`src/hw/bus_pkg.sv`:
```
// *********************************************************
// Peripheral bus widths, register offsets, byte-enable merge
// and the PWM configuration word
// *********************************************************

package bus_pkg;

  localparam int BUS_AW   = 32;
  localparam int BUS_DW   = 32;
  localparam int BUS_BEW  = BUS_DW / 8;
  localparam int OFFSET_W = 12;  // Offset inside a 4 KiB region

  localparam logic [OFFSET_W-1:0] GPIO_OUT_OFS    = 12'h000;
  localparam logic [OFFSET_W-1:0] GPIO_IN_OFS     = 12'h004;

  localparam logic [OFFSET_W-1:0] MTIME_LO_OFS    = 12'h000;
  localparam logic [OFFSET_W-1:0] MTIME_HI_OFS    = 12'h004;
  localparam logic [OFFSET_W-1:0] MTIMECMP_LO_OFS = 12'h008;
  localparam logic [OFFSET_W-1:0] MTIMECMP_HI_OFS = 12'h00C;

  localparam int PWM_CTR_W = 16;

  // One PWM channel word, raw on the bus and split for the channel logic
  typedef union packed {
    logic [BUS_DW-1:0] raw;
    struct packed {
      logic [PWM_CTR_W-1:0] pulse_width;  // Upper half
      logic [PWM_CTR_W-1:0] period;       // Lower half
    } field;
  } pwm_cfg_u;

  // Replace the enabled bytes of a register word with write data
  function automatic logic [BUS_DW-1:0] be_merge(input logic [BUS_DW-1:0]  old_word,
                                                 input logic [BUS_DW-1:0]  new_word,
                                                 input logic [BUS_BEW-1:0] be);
    logic [BUS_DW-1:0] merged;
    merged = old_word;
    for (int b = 0; b < BUS_BEW; b++) begin
      if (be[b]) merged[8*b +: 8] = new_word[8*b +: 8];
    end
    return merged;
  endfunction

endpackage

```
`src/hw/soc_map_pkg.sv`:
```
// *********************************************************
// Peripheral memory map of the subsystem: device enumeration,
// region bases, sizes and decode masks
// *********************************************************

package soc_map_pkg;

  // Devices on the peripheral bus, also the index into per-device arrays
  typedef enum int {
    Gpio,
    Timer,
    Pwm
  } periph_dev_e;

  localparam int NR_DEVICES = 3;

  // GPIO region
  localparam logic [31:0] GPIO_START  = 32'h8000_0000;
  localparam logic [31:0] GPIO_SIZE   = 32'h0000_1000;  // 4 KiB
  localparam logic [31:0] GPIO_MASK   = ~(GPIO_SIZE - 32'd1);

  // Machine timer region
  localparam logic [31:0] TIMER_START = 32'h8000_2000;
  localparam logic [31:0] TIMER_SIZE  = 32'h0000_1000;  // 4 KiB
  localparam logic [31:0] TIMER_MASK  = ~(TIMER_SIZE - 32'd1);

  // PWM region
  localparam logic [31:0] PWM_START   = 32'h8000_3000;
  localparam logic [31:0] PWM_SIZE    = 32'h0000_1000;  // 4 KiB
  localparam logic [31:0] PWM_MASK    = ~(PWM_SIZE - 32'd1);

  // 0x8000_1000 stays a hole, decoded as an error

endpackage
```
`src/hw/periph_subsystem.sv`:
```
// *********************************************************
// Peripheral subsystem top: bus controller, GPIO, machine
// timer and PWM bank
// *********************************************************
`timescale 1ns/1ns

module periph_subsystem #(
  parameter int GpiWidth = 8,
  parameter int GpoWidth = 16,
  parameter int PwmWidth = 12
) (
  input  logic                        clk_sys_i,
  input  logic                        rst_sys_ni,

  // Host bus
  input  logic                        host_req_i,
  output logic                        host_gnt_o,
  input  logic [bus_pkg::BUS_AW-1:0]  host_addr_i,
  input  logic                        host_we_i,
  input  logic [bus_pkg::BUS_BEW-1:0] host_be_i,
  input  logic [bus_pkg::BUS_DW-1:0]  host_wdata_i,
  output logic                        host_rvalid_o,
  output logic [bus_pkg::BUS_DW-1:0]  host_rdata_o,
  output logic                        host_err_o,

  input  logic [GpiWidth-1:0]         gp_i,
  output logic [GpoWidth-1:0]         gp_o,
  output logic [PwmWidth-1:0]         pwm_o,
  output logic                        timer_irq_o
);

  import soc_map_pkg::*;
  import bus_pkg::*;

  logic [NR_DEVICES-1:0] dev_req;
  logic [OFFSET_W-1:0]   dev_offset;
  logic                  dev_we;
  logic [BUS_BEW-1:0]    dev_be;
  logic [BUS_DW-1:0]     dev_wdata;
  logic [BUS_DW-1:0]     dev_rdata [NR_DEVICES];

  periph_bus_ctrl u_bus_ctrl (
    .clk_sys_i     (clk_sys_i),
    .rst_sys_ni    (rst_sys_ni),
    .host_req_i    (host_req_i),
    .host_gnt_o    (host_gnt_o),
    .host_addr_i   (host_addr_i),
    .host_we_i     (host_we_i),
    .host_be_i     (host_be_i),
    .host_wdata_i  (host_wdata_i),
    .host_rvalid_o (host_rvalid_o),
    .host_rdata_o  (host_rdata_o),
    .host_err_o    (host_err_o),
    .dev_req_o     (dev_req),
    .dev_offset_o  (dev_offset),
    .dev_we_o      (dev_we),
    .dev_be_o      (dev_be),
    .dev_wdata_o   (dev_wdata),
    .dev_rdata_i   (dev_rdata)
  );

  gpio_regs #(
    .GpiWidth (GpiWidth),
    .GpoWidth (GpoWidth)
  ) u_gpio (
    .clk_sys_i  (clk_sys_i),
    .rst_sys_ni (rst_sys_ni),
    .req_i      (dev_req[Gpio]),
    .we_i       (dev_we),
    .offset_i   (dev_offset),
    .be_i       (dev_be),
    .wdata_i    (dev_wdata),
    .rdata_o    (dev_rdata[Gpio]),
    .gp_i       (gp_i),
    .gp_o       (gp_o)
  );

  mtimer u_timer (
    .clk_sys_i   (clk_sys_i),
    .rst_sys_ni  (rst_sys_ni),
    .req_i       (dev_req[Timer]),
    .we_i        (dev_we),
    .offset_i    (dev_offset),
    .be_i        (dev_be),
    .wdata_i     (dev_wdata),
    .rdata_o     (dev_rdata[Timer]),
    .timer_irq_o (timer_irq_o)
  );

  pwm_bank #(
    .PwmWidth (PwmWidth)
  ) u_pwm (
    .clk_sys_i  (clk_sys_i),
    .rst_sys_ni (rst_sys_ni),
    .req_i      (dev_req[Pwm]),
    .we_i       (dev_we),
    .offset_i   (dev_offset),
    .be_i       (dev_be),
    .wdata_i    (dev_wdata),
    .rdata_o    (dev_rdata[Pwm]),
    .pwm_o      (pwm_o)
  );

endmodule

```
`src/hw/pwm_bank.sv`:
```
// *********************************************************
// PWM bank: one configuration word, counter and registered
// comparator per channel
// *********************************************************
`timescale 1ns/1ns

module pwm_bank #(
  parameter int PwmWidth = 12
) (
  input  logic                         clk_sys_i,
  input  logic                         rst_sys_ni,

  input  logic                         req_i,
  input  logic                         we_i,
  input  logic [bus_pkg::OFFSET_W-1:0] offset_i,
  input  logic [bus_pkg::BUS_BEW-1:0]  be_i,
  input  logic [bus_pkg::BUS_DW-1:0]   wdata_i,
  output logic [bus_pkg::BUS_DW-1:0]   rdata_o,

  output logic [PwmWidth-1:0]          pwm_o
);

  import bus_pkg::*;

  logic [OFFSET_W-3:0]               ch_idx;   // Word index, channel n at 4n
  logic [PwmWidth-1:0][BUS_DW-1:0]   cfg_raw;  // Read-back view of every channel

  assign ch_idx = offset_i[OFFSET_W-1:2];

  for (genvar n = 0; n < PwmWidth; n++) begin : g_chan
    pwm_cfg_u             cfg_q;
    logic [PWM_CTR_W-1:0] ctr_q;
    logic                 out_q;
    logic                 cfg_wr;

    assign cfg_wr = req_i & we_i & (ch_idx == n);

    always_ff @(posedge clk_sys_i or negedge rst_sys_ni) begin
      if (!rst_sys_ni) begin
        cfg_q.raw <= '0;
        ctr_q     <= '0;
        out_q     <= 1'b0;
      end else begin
        if (cfg_wr) begin
          cfg_q.raw <= be_merge(cfg_q.raw, wdata_i, be_i);
          ctr_q     <= '0;  // New setting starts a fresh period
        end else if (ctr_q >= cfg_q.field.period) begin
          ctr_q <= '0;
        end else begin
          ctr_q <= ctr_q + PWM_CTR_W'(1);
        end
        out_q <= (ctr_q < cfg_q.field.pulse_width);
      end
    end

    assign cfg_raw[n] = cfg_q.raw;
    assign pwm_o[n]   = out_q;
  end

  // Offsets past the last channel read zero
  always_comb begin
    rdata_o = '0;
    for (int n = 0; n < PwmWidth; n++) begin
      if (ch_idx == n) rdata_o = cfg_raw[n];
    end
  end

endmodule

```
`src/hw/gpio_regs.sv`:
```
// *********************************************************
// GPIO output register and synchronized input register
// *********************************************************
`timescale 1ns/1ns

module gpio_regs #(
  parameter int GpiWidth = 8,
  parameter int GpoWidth = 16
) (
  input  logic                         clk_sys_i,
  input  logic                         rst_sys_ni,

  input  logic                         req_i,
  input  logic                         we_i,
  input  logic [bus_pkg::OFFSET_W-1:0] offset_i,
  input  logic [bus_pkg::BUS_BEW-1:0]  be_i,
  input  logic [bus_pkg::BUS_DW-1:0]   wdata_i,
  output logic [bus_pkg::BUS_DW-1:0]   rdata_o,

  input  logic [GpiWidth-1:0]          gp_i,
  output logic [GpoWidth-1:0]          gp_o
);

  import bus_pkg::*;

  logic [GpoWidth-1:0] gpo_q;
  logic [BUS_DW-1:0]   gpo_merged;
  logic [GpiWidth-1:0] gpi_meta_q;  // First synchronizer stage
  logic [GpiWidth-1:0] gpi_sync_q;

  assign gpo_merged = be_merge(BUS_DW'(gpo_q), wdata_i, be_i);

  always_ff @(posedge clk_sys_i or negedge rst_sys_ni) begin
    if (!rst_sys_ni) begin
      gpo_q      <= '0;
      gpi_meta_q <= '0;
      gpi_sync_q <= '0;
    end else begin
      gpi_meta_q <= gp_i;
      gpi_sync_q <= gpi_meta_q;
      if (req_i && we_i && (offset_i == GPIO_OUT_OFS)) gpo_q <= gpo_merged[GpoWidth-1:0];
    end
  end

  always_comb begin
    case (offset_i)
      GPIO_OUT_OFS: rdata_o = BUS_DW'(gpo_q);
      GPIO_IN_OFS:  rdata_o = BUS_DW'(gpi_sync_q);  // Zero-extended
      default:      rdata_o = '0;
    endcase
  end

  assign gp_o = gpo_q;

endmodule

```
`src/hw/mtimer.sv`:
```
// *********************************************************
// Machine timer: 64-bit mtime and mtimecmp with interrupt
// *********************************************************
`timescale 1ns/1ns

module mtimer (
  input  logic                         clk_sys_i,
  input  logic                         rst_sys_ni,

  input  logic                         req_i,
  input  logic                         we_i,
  input  logic [bus_pkg::OFFSET_W-1:0] offset_i,
  input  logic [bus_pkg::BUS_BEW-1:0]  be_i,
  input  logic [bus_pkg::BUS_DW-1:0]   wdata_i,
  output logic [bus_pkg::BUS_DW-1:0]   rdata_o,

  output logic                         timer_irq_o
);

  import bus_pkg::*;

  localparam int TimeWidth = 2 * BUS_DW;

  logic [TimeWidth-1:0] mtime_q;
  logic [TimeWidth-1:0] mtime_d;
  logic [TimeWidth-1:0] mtimecmp_q;
  logic [TimeWidth-1:0] mtimecmp_d;
  logic                 irq_q;

  always_comb begin
    mtime_d    = mtime_q + TimeWidth'(1);
    mtimecmp_d = mtimecmp_q;
    if (req_i && we_i) begin
      // A time write replaces this cycle's increment
      case (offset_i)
        MTIME_LO_OFS: begin
          mtime_d = {mtime_q[TimeWidth-1:BUS_DW], be_merge(mtime_q[BUS_DW-1:0], wdata_i, be_i)};
        end
        MTIME_HI_OFS: begin
          mtime_d = {be_merge(mtime_q[TimeWidth-1:BUS_DW], wdata_i, be_i), mtime_q[BUS_DW-1:0]};
        end
        MTIMECMP_LO_OFS: mtimecmp_d[BUS_DW-1:0] = be_merge(mtimecmp_q[BUS_DW-1:0], wdata_i, be_i);
        MTIMECMP_HI_OFS: begin
          mtimecmp_d[TimeWidth-1:BUS_DW] = be_merge(mtimecmp_q[TimeWidth-1:BUS_DW], wdata_i, be_i);
        end
        default: ;
      endcase
    end
  end

  always_ff @(posedge clk_sys_i or negedge rst_sys_ni) begin
    if (!rst_sys_ni) begin
      mtime_q    <= '0;
      mtimecmp_q <= '1;    // Compare far away, no interrupt
      irq_q      <= 1'b0;
    end else begin
      mtime_q    <= mtime_d;
      mtimecmp_q <= mtimecmp_d;
      irq_q      <= (mtime_q >= mtimecmp_q);
    end
  end

  always_comb begin
    case (offset_i)
      MTIME_LO_OFS:    rdata_o = mtime_q[BUS_DW-1:0];
      MTIME_HI_OFS:    rdata_o = mtime_q[TimeWidth-1:BUS_DW];
      MTIMECMP_LO_OFS: rdata_o = mtimecmp_q[BUS_DW-1:0];
      MTIMECMP_HI_OFS: rdata_o = mtimecmp_q[TimeWidth-1:BUS_DW];
      default:         rdata_o = '0;
    endcase
  end

  assign timer_irq_o = irq_q;

endmodule

```
`src/hw/periph_bus_ctrl.sv`:
```
// *********************************************************
// Peripheral bus controller: request/grant FSM, base/mask
// address decode and registered read-data return
// *********************************************************
`timescale 1ns/1ns

module periph_bus_ctrl (
  input  logic                                clk_sys_i,
  input  logic                                rst_sys_ni,

  input  logic                                host_req_i,
  output logic                                host_gnt_o,
  input  logic [bus_pkg::BUS_AW-1:0]          host_addr_i,
  input  logic                                host_we_i,
  input  logic [bus_pkg::BUS_BEW-1:0]         host_be_i,
  input  logic [bus_pkg::BUS_DW-1:0]          host_wdata_i,
  output logic                                host_rvalid_o,
  output logic [bus_pkg::BUS_DW-1:0]          host_rdata_o,
  output logic                                host_err_o,

  output logic [soc_map_pkg::NR_DEVICES-1:0]  dev_req_o,
  output logic [bus_pkg::OFFSET_W-1:0]        dev_offset_o,
  output logic                                dev_we_o,
  output logic [bus_pkg::BUS_BEW-1:0]         dev_be_o,
  output logic [bus_pkg::BUS_DW-1:0]          dev_wdata_o,
  input  logic [bus_pkg::BUS_DW-1:0]          dev_rdata_i [soc_map_pkg::NR_DEVICES]
);

  import soc_map_pkg::*;
  import bus_pkg::*;

  localparam logic IDLE = 1'b0;
  localparam logic RESP = 1'b1;

  logic                  state_q;
  logic                  state_d;
  logic                  accept;
  logic                  addr_err;
  logic [NR_DEVICES-1:0] dev_match;
  logic [BUS_AW-1:0]     dev_base [NR_DEVICES];
  logic [BUS_AW-1:0]     dev_mask [NR_DEVICES];
  logic [BUS_DW-1:0]     sel_rdata;
  logic [BUS_DW-1:0]     rdata_q;
  logic                  err_q;

  assign dev_base[Gpio]  = GPIO_START;
  assign dev_mask[Gpio]  = GPIO_MASK;
  assign dev_base[Timer] = TIMER_START;
  assign dev_mask[Timer] = TIMER_MASK;
  assign dev_base[Pwm]   = PWM_START;
  assign dev_mask[Pwm]   = PWM_MASK;

  // One-hot region match, empty for an unmapped address
  always_comb begin
    dev_match = '0;
    sel_rdata = '0;
    for (int i = 0; i < NR_DEVICES; i++) begin
      dev_match[i] = ((host_addr_i & dev_mask[i]) == dev_base[i]);
      if (dev_match[i]) sel_rdata = dev_rdata_i[i];
    end
  end

  assign addr_err   = ~|dev_match;
  assign host_gnt_o = host_req_i & (state_q == IDLE);  // Grant only while idle
  assign accept     = host_gnt_o;

  always_comb begin
    case (state_q)
      IDLE:    state_d = accept ? RESP : IDLE;
      default: state_d = IDLE;  // Response lasts a single cycle
    endcase
  end

  // Shared device-side signals, the request picks the target
  assign dev_req_o    = dev_match & {NR_DEVICES{accept}};
  assign dev_offset_o = host_addr_i[OFFSET_W-1:0];
  assign dev_we_o     = host_we_i;
  assign dev_be_o     = host_be_i;
  assign dev_wdata_o  = host_wdata_i;

  always_ff @(posedge clk_sys_i or negedge rst_sys_ni) begin
    if (!rst_sys_ni) begin
      state_q <= IDLE;
      err_q   <= 1'b0;
    end else begin
      state_q <= state_d;
      err_q   <= accept & addr_err;
    end
  end

  // Writes and errors return zero
  always_ff @(posedge clk_sys_i) begin
    if (accept) rdata_q <= host_we_i ? '0 : sel_rdata;
  end

  assign host_rvalid_o = (state_q == RESP);
  assign host_rdata_o  = rdata_q;
  assign host_err_o    = err_q;

endmodule

```
`config.mk`:
```
export PLATFORM = sky130hd
export DESIGN_NAME = periph_subsystem
export DESIGN_NICKNAME = d
export VERILOG_FILES = /design/src/hw/bus_pkg.sv /design/src/hw/soc_map_pkg.sv /design/src/hw/periph_subsystem.sv /design/src/hw/pwm_bank.sv /design/src/hw/gpio_regs.sv /design/src/hw/mtimer.sv /design/src/hw/periph_bus_ctrl.sv
export SDC_FILE = /design/constraint.sdc
export NUM_CORES = 2
export LEC_CHECK = 0
export CELL_PAD_IN_SITES_DETAIL_PLACEMENT = 1
export CELL_PAD_IN_SITES_GLOBAL_PLACEMENT = 2
export CORE_ASPECT_RATIO = 1.75
export CORE_MARGIN = 5
export CORE_UTILIZATION = 46
export DETAILED_ROUTE_END_ITERATION = 8
export DONT_BUFFER_PORTS = 1
export GPL_TIMING_DRIVEN = 0
export PLACE_DENSITY = 0.87
export SLEW_MARGIN = 20
export SYNTH_ARGS = -nofsm -noshare
export SYNTH_HDL_FRONTEND = slang
export SYNTH_SLANG_ARGS = --single-unit
export TNS_END_PERCENT = 30
```
`constraint.sdc`:
```
create_clock -name clk_sys_i -period 3.5 [get_ports clk_sys_i]
set_input_delay 0.525 -clock clk_sys_i [delete_from_list [all_inputs] [get_ports clk_sys_i]]
set_output_delay 0.525 -clock clk_sys_i [all_outputs]
set_load 0.01 [all_outputs]
```
## Word-level counts from Yosys, hierarchy flattened

Index checks and enable logic that the tools add are counted.

| word-level totals | value |
|---|---|
| bits in registers | 783 |
| bits in latches | 0 |
| memory bits (writable) | 0 |
| ROM bits | 0 |
| input bits | 80 |
| output and inout port bits | 64 |
| logic and storage cells | 300 |
| memories kept | 0 |

| operators by class | value |
|---|---|
| add/subtract/negate cells | 13 |
| multipliers | 0 |
| div/mod/pow operators | 0 |
| magnitude comparators | 25 |
| eq/ne operators | 27 |
| shift-type cells | 0 |
| multiplexer cells | 49 |
| bitwise operators | 17 |
| reduce and logical (&&, ||, !) cells | 73 |

Operator list:

| cell | count |
|---|---|
| 32-bit two-way mux | 15 |
| 16-bit two-way mux | 24 |
| 16-bit by 1-bit adder with 16-bit output, second input constant | 12 |
| 16-bit greater-or-equal comparator | 12 |
| 16-bit < comparator | 12 |
| 32-bit case mux with 4 select lines | 1 |
| 64-bit case mux with 2 select lines | 1 |
| 2-bit AND reduction | 58 |
| 64-bit by 1-bit adder with 64-bit output, second input constant | 1 |
| 64-bit greater-or-equal comparator | 1 |
| 64-bit two-way mux | 1 |
| 20-bit equality test, second input constant | 3 |
| 10-bit by 3-bit equality test with 1-bit output, second input constant | 4 |
| 10-bit by 4-bit equality test with 1-bit output, second input constant | 4 |
| 8-bit two-way mux | 4 |
| 16-bit case mux with 2 select lines | 1 |
| 12-bit by 4-bit equality test with 1-bit output, second input constant | 2 |
| 3-bit inequality test, second input constant | 8 |
| 3-bit AND reduction | 8 |
| 10-bit by 2-bit equality test with 1-bit output, second input constant | 2 |
| 1-bit AND | 15 |
| 12-bit by 3-bit equality test with 1-bit output, second input constant | 1 |
| 12-bit zero test | 1 |
| 10-bit by 1-bit equality test with 1-bit output, second input constant | 1 |
| other kinds (8) | 12 |

## Logic depth before layout (Yosys ltp)

| depth | value |
|---|---|
| depth in word-level cells | 14 |
| mapped depth | 11 |

## Cells and area by module

A second synthesis with hierarchy kept.

| second synthesis, totals | value |
|---|---|
| cells, all modules | 5089 |
| area, all modules | 49326.1 sq um |

By module, submodules not included:

| module | instances | cells an instance | area each (sq um) |
|---|---|---|---|
| pwm_bank | 1 | 3665 | 35841.9 |
| mtimer | 1 | 1062 | 9057.4 |
| periph_bus_ctrl | 1 | 262 | 3051.7 |
| gpio_regs | 1 | 100 | 1375.1 |

## Worst setup path before layout

No wires, ideal clock.

| path | value |
|---|---|
| path type | input to output |
| start point | input port host_req_i |
| end point | output port host_gnt_o |
| arrival time | 2.142 ns |
| path slack | 0.833 ns |
| stages on the path | 1 |
| cells stage by stage | nor2b_1 |

| on the way | value |
|---|---|
| cells in the longest elaborated chain, start to end | 1 |

RTL lines:

| item | RTL line | RTL |
|---|---|---|
| start: declaration | periph_subsystem.sv:16 | `input logic host_req_i,` |
| 1-bit AND | periph_bus_ctrl.sv:64 | `assign host_gnt_o = host_req_i & (state_q == IDLE);` |
| end: declaration | periph_subsystem.sv:17 | `output logic host_gnt_o,` |

Every way passes these cells.

## Final worst setup path

| path | value |
|---|---|
| start point | input port host_addr_i[3] in the netlist's numbering |
| end point | register u_bus_ctrl.rdata_q[11], in the netlist u_bus_ctrl.host_rdata_o[11] (data pin) |

| on the way | value |
|---|---|
| cells in the longest elaborated chain, start to end | 14 |

RTL lines:

| item | RTL line | RTL |
|---|---|---|
| start: declaration | periph_subsystem.sv:18 | `input logic [bus_pkg::BUS_AW-1:0] host_addr_i,` |
| 10-bit zero test | pwm_bank.sv:64 | `if (ch_idx == n) rdata_o = cfg_raw[n];` |
| 32-bit two-way mux (12 in a row) | pwm_bank.sv:64 |  |
| 32-bit two-way mux * | periph_bus_ctrl.sv:59 | `if (dev_match[i]) sel_rdata = dev_rdata_i[i];` |
| end signal: assignment | periph_bus_ctrl.sv:93 | `if (accept) rdata_q <= host_we_i ? '0 : sel_rdata;` |
| end: declaration | periph_bus_ctrl.sv:43 | `logic [BUS_DW-1:0] rdata_q;` |

Mark *: on every way between the ends. The rest lies on a longest branch, timed or not.
A chain may end at the register's enable or synchronous reset.

==> out/qor.yml <==
worst_setup_path:
  cp.required_ns: 3.96
  critPathLaunchType: "input pin"
  r2r_end: "u_timer.mtime_q[12]"
  worst-path-max-fanout: 10
  cp_slowest_cell: "clkbuf_1"
  r2r_setup_slack_ns: -0.05
  cp_num_buf_inv: 2
  crit_chain: "buf_2 > nand2_1 > nor3_2 > and2_0 > clkbuf_1 > a22oi_1 > nand2_1 > a22oi_1 > o22ai_1"
  crit_type: "in -> reg"
  r2r-start: "u_bus_ctrl.host_rvalid_o"
  endpoint_kind: "flip-flop"
  worstPathArrival_ns: 4.23
  cp_top_family: "simple AND/OR/NAND/NOR gates"
  max_stage_delay_ns: 0.63
  r2r_cells: 10
sta:
  final_max_slew_viol_count: 0
  rsz0062_at_grt: "yes"
  worst_slack_ns: -0.273
  fin_crit_ns: 3.77
  fmax_mhz: 265
  hold_viol: 0
  finalSetupViolCount: 15
  worst_pin_slew_ns: 1.37
  min_period_over_period_pct: 108
  finalClockSkew_ns: 0.0409
  hold_ws_ns: 0.00807
  maxSlewHeadroom_pct: 8.53
layout:
  n_fill_cell: 11400
  regArea_um2: 19800
  mostFrequentLayoutCell: "dfrtp_1"
  syn_to_final_growth_pct: 11.9
  fin_util_pct: 51.6
  layout_common_cells: "dfrtp_1, inv_1, ha_1"
  multiInputGateArea_um2: 25800
  nets: 5393
  drive_above_1_share_pct: 17.6
global_routing:
  gr-total-overflow: 0
  grt_pass1_wl_um: 314000
  antenna_found_initial: 52
  grt_pass1_vias: 43200
  grt_util_all_layers_pct: 39.5
  grt_max_degree: 752
routing:
  drtIter0Drc: 4111
  dr.pass1.iters: 7
  drc_errors: 0
  via_count: 41800
  wl_um: 224000
  ant_nets: 0
  post_drt_wl_per_cell_um: 35.2
  routed_via_density: 6.56
power:
  p_leak_nw: 24.2
  powerDensity_nw_per_um2: 393
  ir_drop_uv: 416
  total_power_mw: 21.1
floorplanning:
  design.die.area_um2: 111000
  initial_utilization_pct: 46.1
  coreArea_um2: 104000
  chipHeight_um: 438
  ioPinCount: 144
  num_rows: 157
  dieWidth_um: 254
min_path:
  hold_class: "in -> reg"
  hp-start: "host_wdata_i[2]"
  worst_hold_path.endpoint: "u_timer.mtime_q[2]"
  hold_depth: 2
clock_tree:
  htree_levels: 3
  clock_latency_ns: 0.74
  path_clk_slew_ns: 0.08
  cts_root_buffer: "clkbuf_16"
  cts_made_buffers: 83
  clockBufferDepth: 3
  cts_tree: "yes"
  clock_sinks: 783
synth:
  syn-instance-count: 4717
  yosys_warnings: 0
  synthArstFlopShare_pct: 95.9
  netlist_area_um2: 48100
  synth_cell_types: 85
  synthFlopType: "dfrtp_1"
  synth_nets: 5246
  synth-edff-count: 32
  ys_ff_latch: 783
  avgSynthCellArea_um2: 10.2
  yosysSeqAreaShare_pct: 41.3
place:
  gp_congestion: 1.01
  port_buffers: 0
  hpwl_um: 163000
  pre_cts_slack_ns: -1.22
run:
  maxCapViolCount: 0
run_status:
  violations: "setup timing"
  status: "finished with violations"
-- worst max-delay path by stage --
stage | start | to | slack [ns] | cells after the start
floorplan | host_req_i | host_gnt_o | 0.83 | 1
global placement | host_addr_i[7] | u_bus_ctrl.host_rdata_o[23] | -1.51 | 7
detailed placement | host_addr_i[2] | u_bus_ctrl.host_rdata_o[11] | -1.22 | 10
CTS | host_addr_i[2] | u_bus_ctrl.host_rdata_o[11] | -0.005 | 10
global route | u_bus_ctrl.host_rvalid_o | u_timer.mtime_q[31] | -0.1 | 10
finish | host_addr_i[3] | u_bus_ctrl.host_rdata_o[11] | -0.27 | 9
-- registers in the layout (all words and copies together), names as in the netlist --
signal                    count
u_timer.timer_irq_o           1
u_pwm.g_chan.out_q           12
u_gpio.gp_o                  16
u_gpio.gpi_sync_q             8
u_bus_ctrl.host_err_o         1
u_bus_ctrl.host_rdata_o      32
u_pwm.g_chan.ctr_q          192
u_gpio.gpi_meta_q             8
u_timer.mtimecmp_q           64
u_bus_ctrl.host_rvalid_o      1
u_pwm.g_chan.cfg_q          384
u_timer.mtime_q              64
-- routing by layer --
metal / GRT usage, % / wire length, um / vias to the layer above
met5: 0 / 57 / -
met4: 37.3 / 27100 / 10
met3: 9.71 / 18400 / 936
met2: 62.5 / 103000 / 2280
met1: 42.5 / 75300 / 21200
li1: - / - / 17300
-- where the power goes --
group	switching [mW]	total, mW	internal [mW]
clock network	4.27	9.31	5.03
registers	0.299	9.59	9.29
logic	1.57	2.24	0.673
-- what timing repair did --
item / CTS / global route
hold buffers: 44 / 3
endpoints found under the hold margin: 902 / 43
setup buffers: 1 / 0
endpoints found under the setup margin: 64 / 11
resized for setup: 23 / 8
-- synth_stat cells (28+ instances only) --
| cell | n | area share, % |
|---|---|---|
| nand3_1 | 161 | 1.7 |
| inv_1 | 476 | 3.7 |
| a221oi_1 | 30 | 0.55 |
| a211oi_1 | 28 | 0.44 |
| o21ai_0 | 176 | 1.8 |
| a21o_1 | 76 | 1.2 |
| mux2i_1 | 45 | 0.94 |
| mux2_2 | 422 | 9.9 |
| ha_1 | 449 | 12 |
| dfrtp_1 | 687 | 36 |
| nand2_1 | 333 | 2.6 |
| xnor2_1 | 83 | 1.5 |
| dfstp_2 | 64 | 3.5 |
| nand4_1 | 55 | 0.72 |
| o211ai_1 | 49 | 0.77 |
| nor2_1 | 322 | 2.5 |
| mux4_2 | 41 | 1.9 |
| buf_2 | 49 | 0.51 |
| a22oi_1 | 55 | 0.86 |
| a21oi_1 | 172 | 1.8 |
| o22ai_1 | 88 | 1.1 |
| edfxtp_1 | 32 | 2.0 |
| o21a_1 | 34 | 0.53 |
| clkbuf_1 | 120 | 0.94 |
| xor2_1 | 105 | 1.9 |
| nand2b_1 | 38 | 0.49 |
| and3_1 | 92 | 1.2 |
| nor3_1 | 36 | 0.37 |
-- cell type report --
cell class	instances	area share, %
Multi-Input combinational cell	3261	47.9
Sequential cell	783	36.9
Clock buffer	114	4.34
Inverter	477	3.33
Tap cell	1351	3.14
Buffer	195	1.70
Timing Repair Buffer	63	1.57
Clock inverter	40	0.770
Antenna cell	82	0.382
-- stage by stage --
| step | instances | setup TNS, ns | cell area [um2] |
|---|---|---|---|
| after detailed placement | 6078 | -89.27 | 50100 |
| after global placement | 6068 | -306.52 | 49700 |
| final | 6366 | -0.687 | 53800 |
| after CTS | 6276 | -0.00499 | 53400 |
| after floorplan | 4717 | 0 | 48100 |
| after global routing | 6327 | -0.331 | 53700 |
-- logic make-up after synthesis --
family / after synthesis / synth area share [%]
xor+xnor: 188 / 3.43
buf+inv: 673 / 5.52
compound gates: 921 / 12.8
fa+ha+maj: 449 / 11.7
simple gates: 1195 / 12.5
flops: 783 / 41.3
mux: 508 / 12.7
Power figures use the tool's default switching activity.
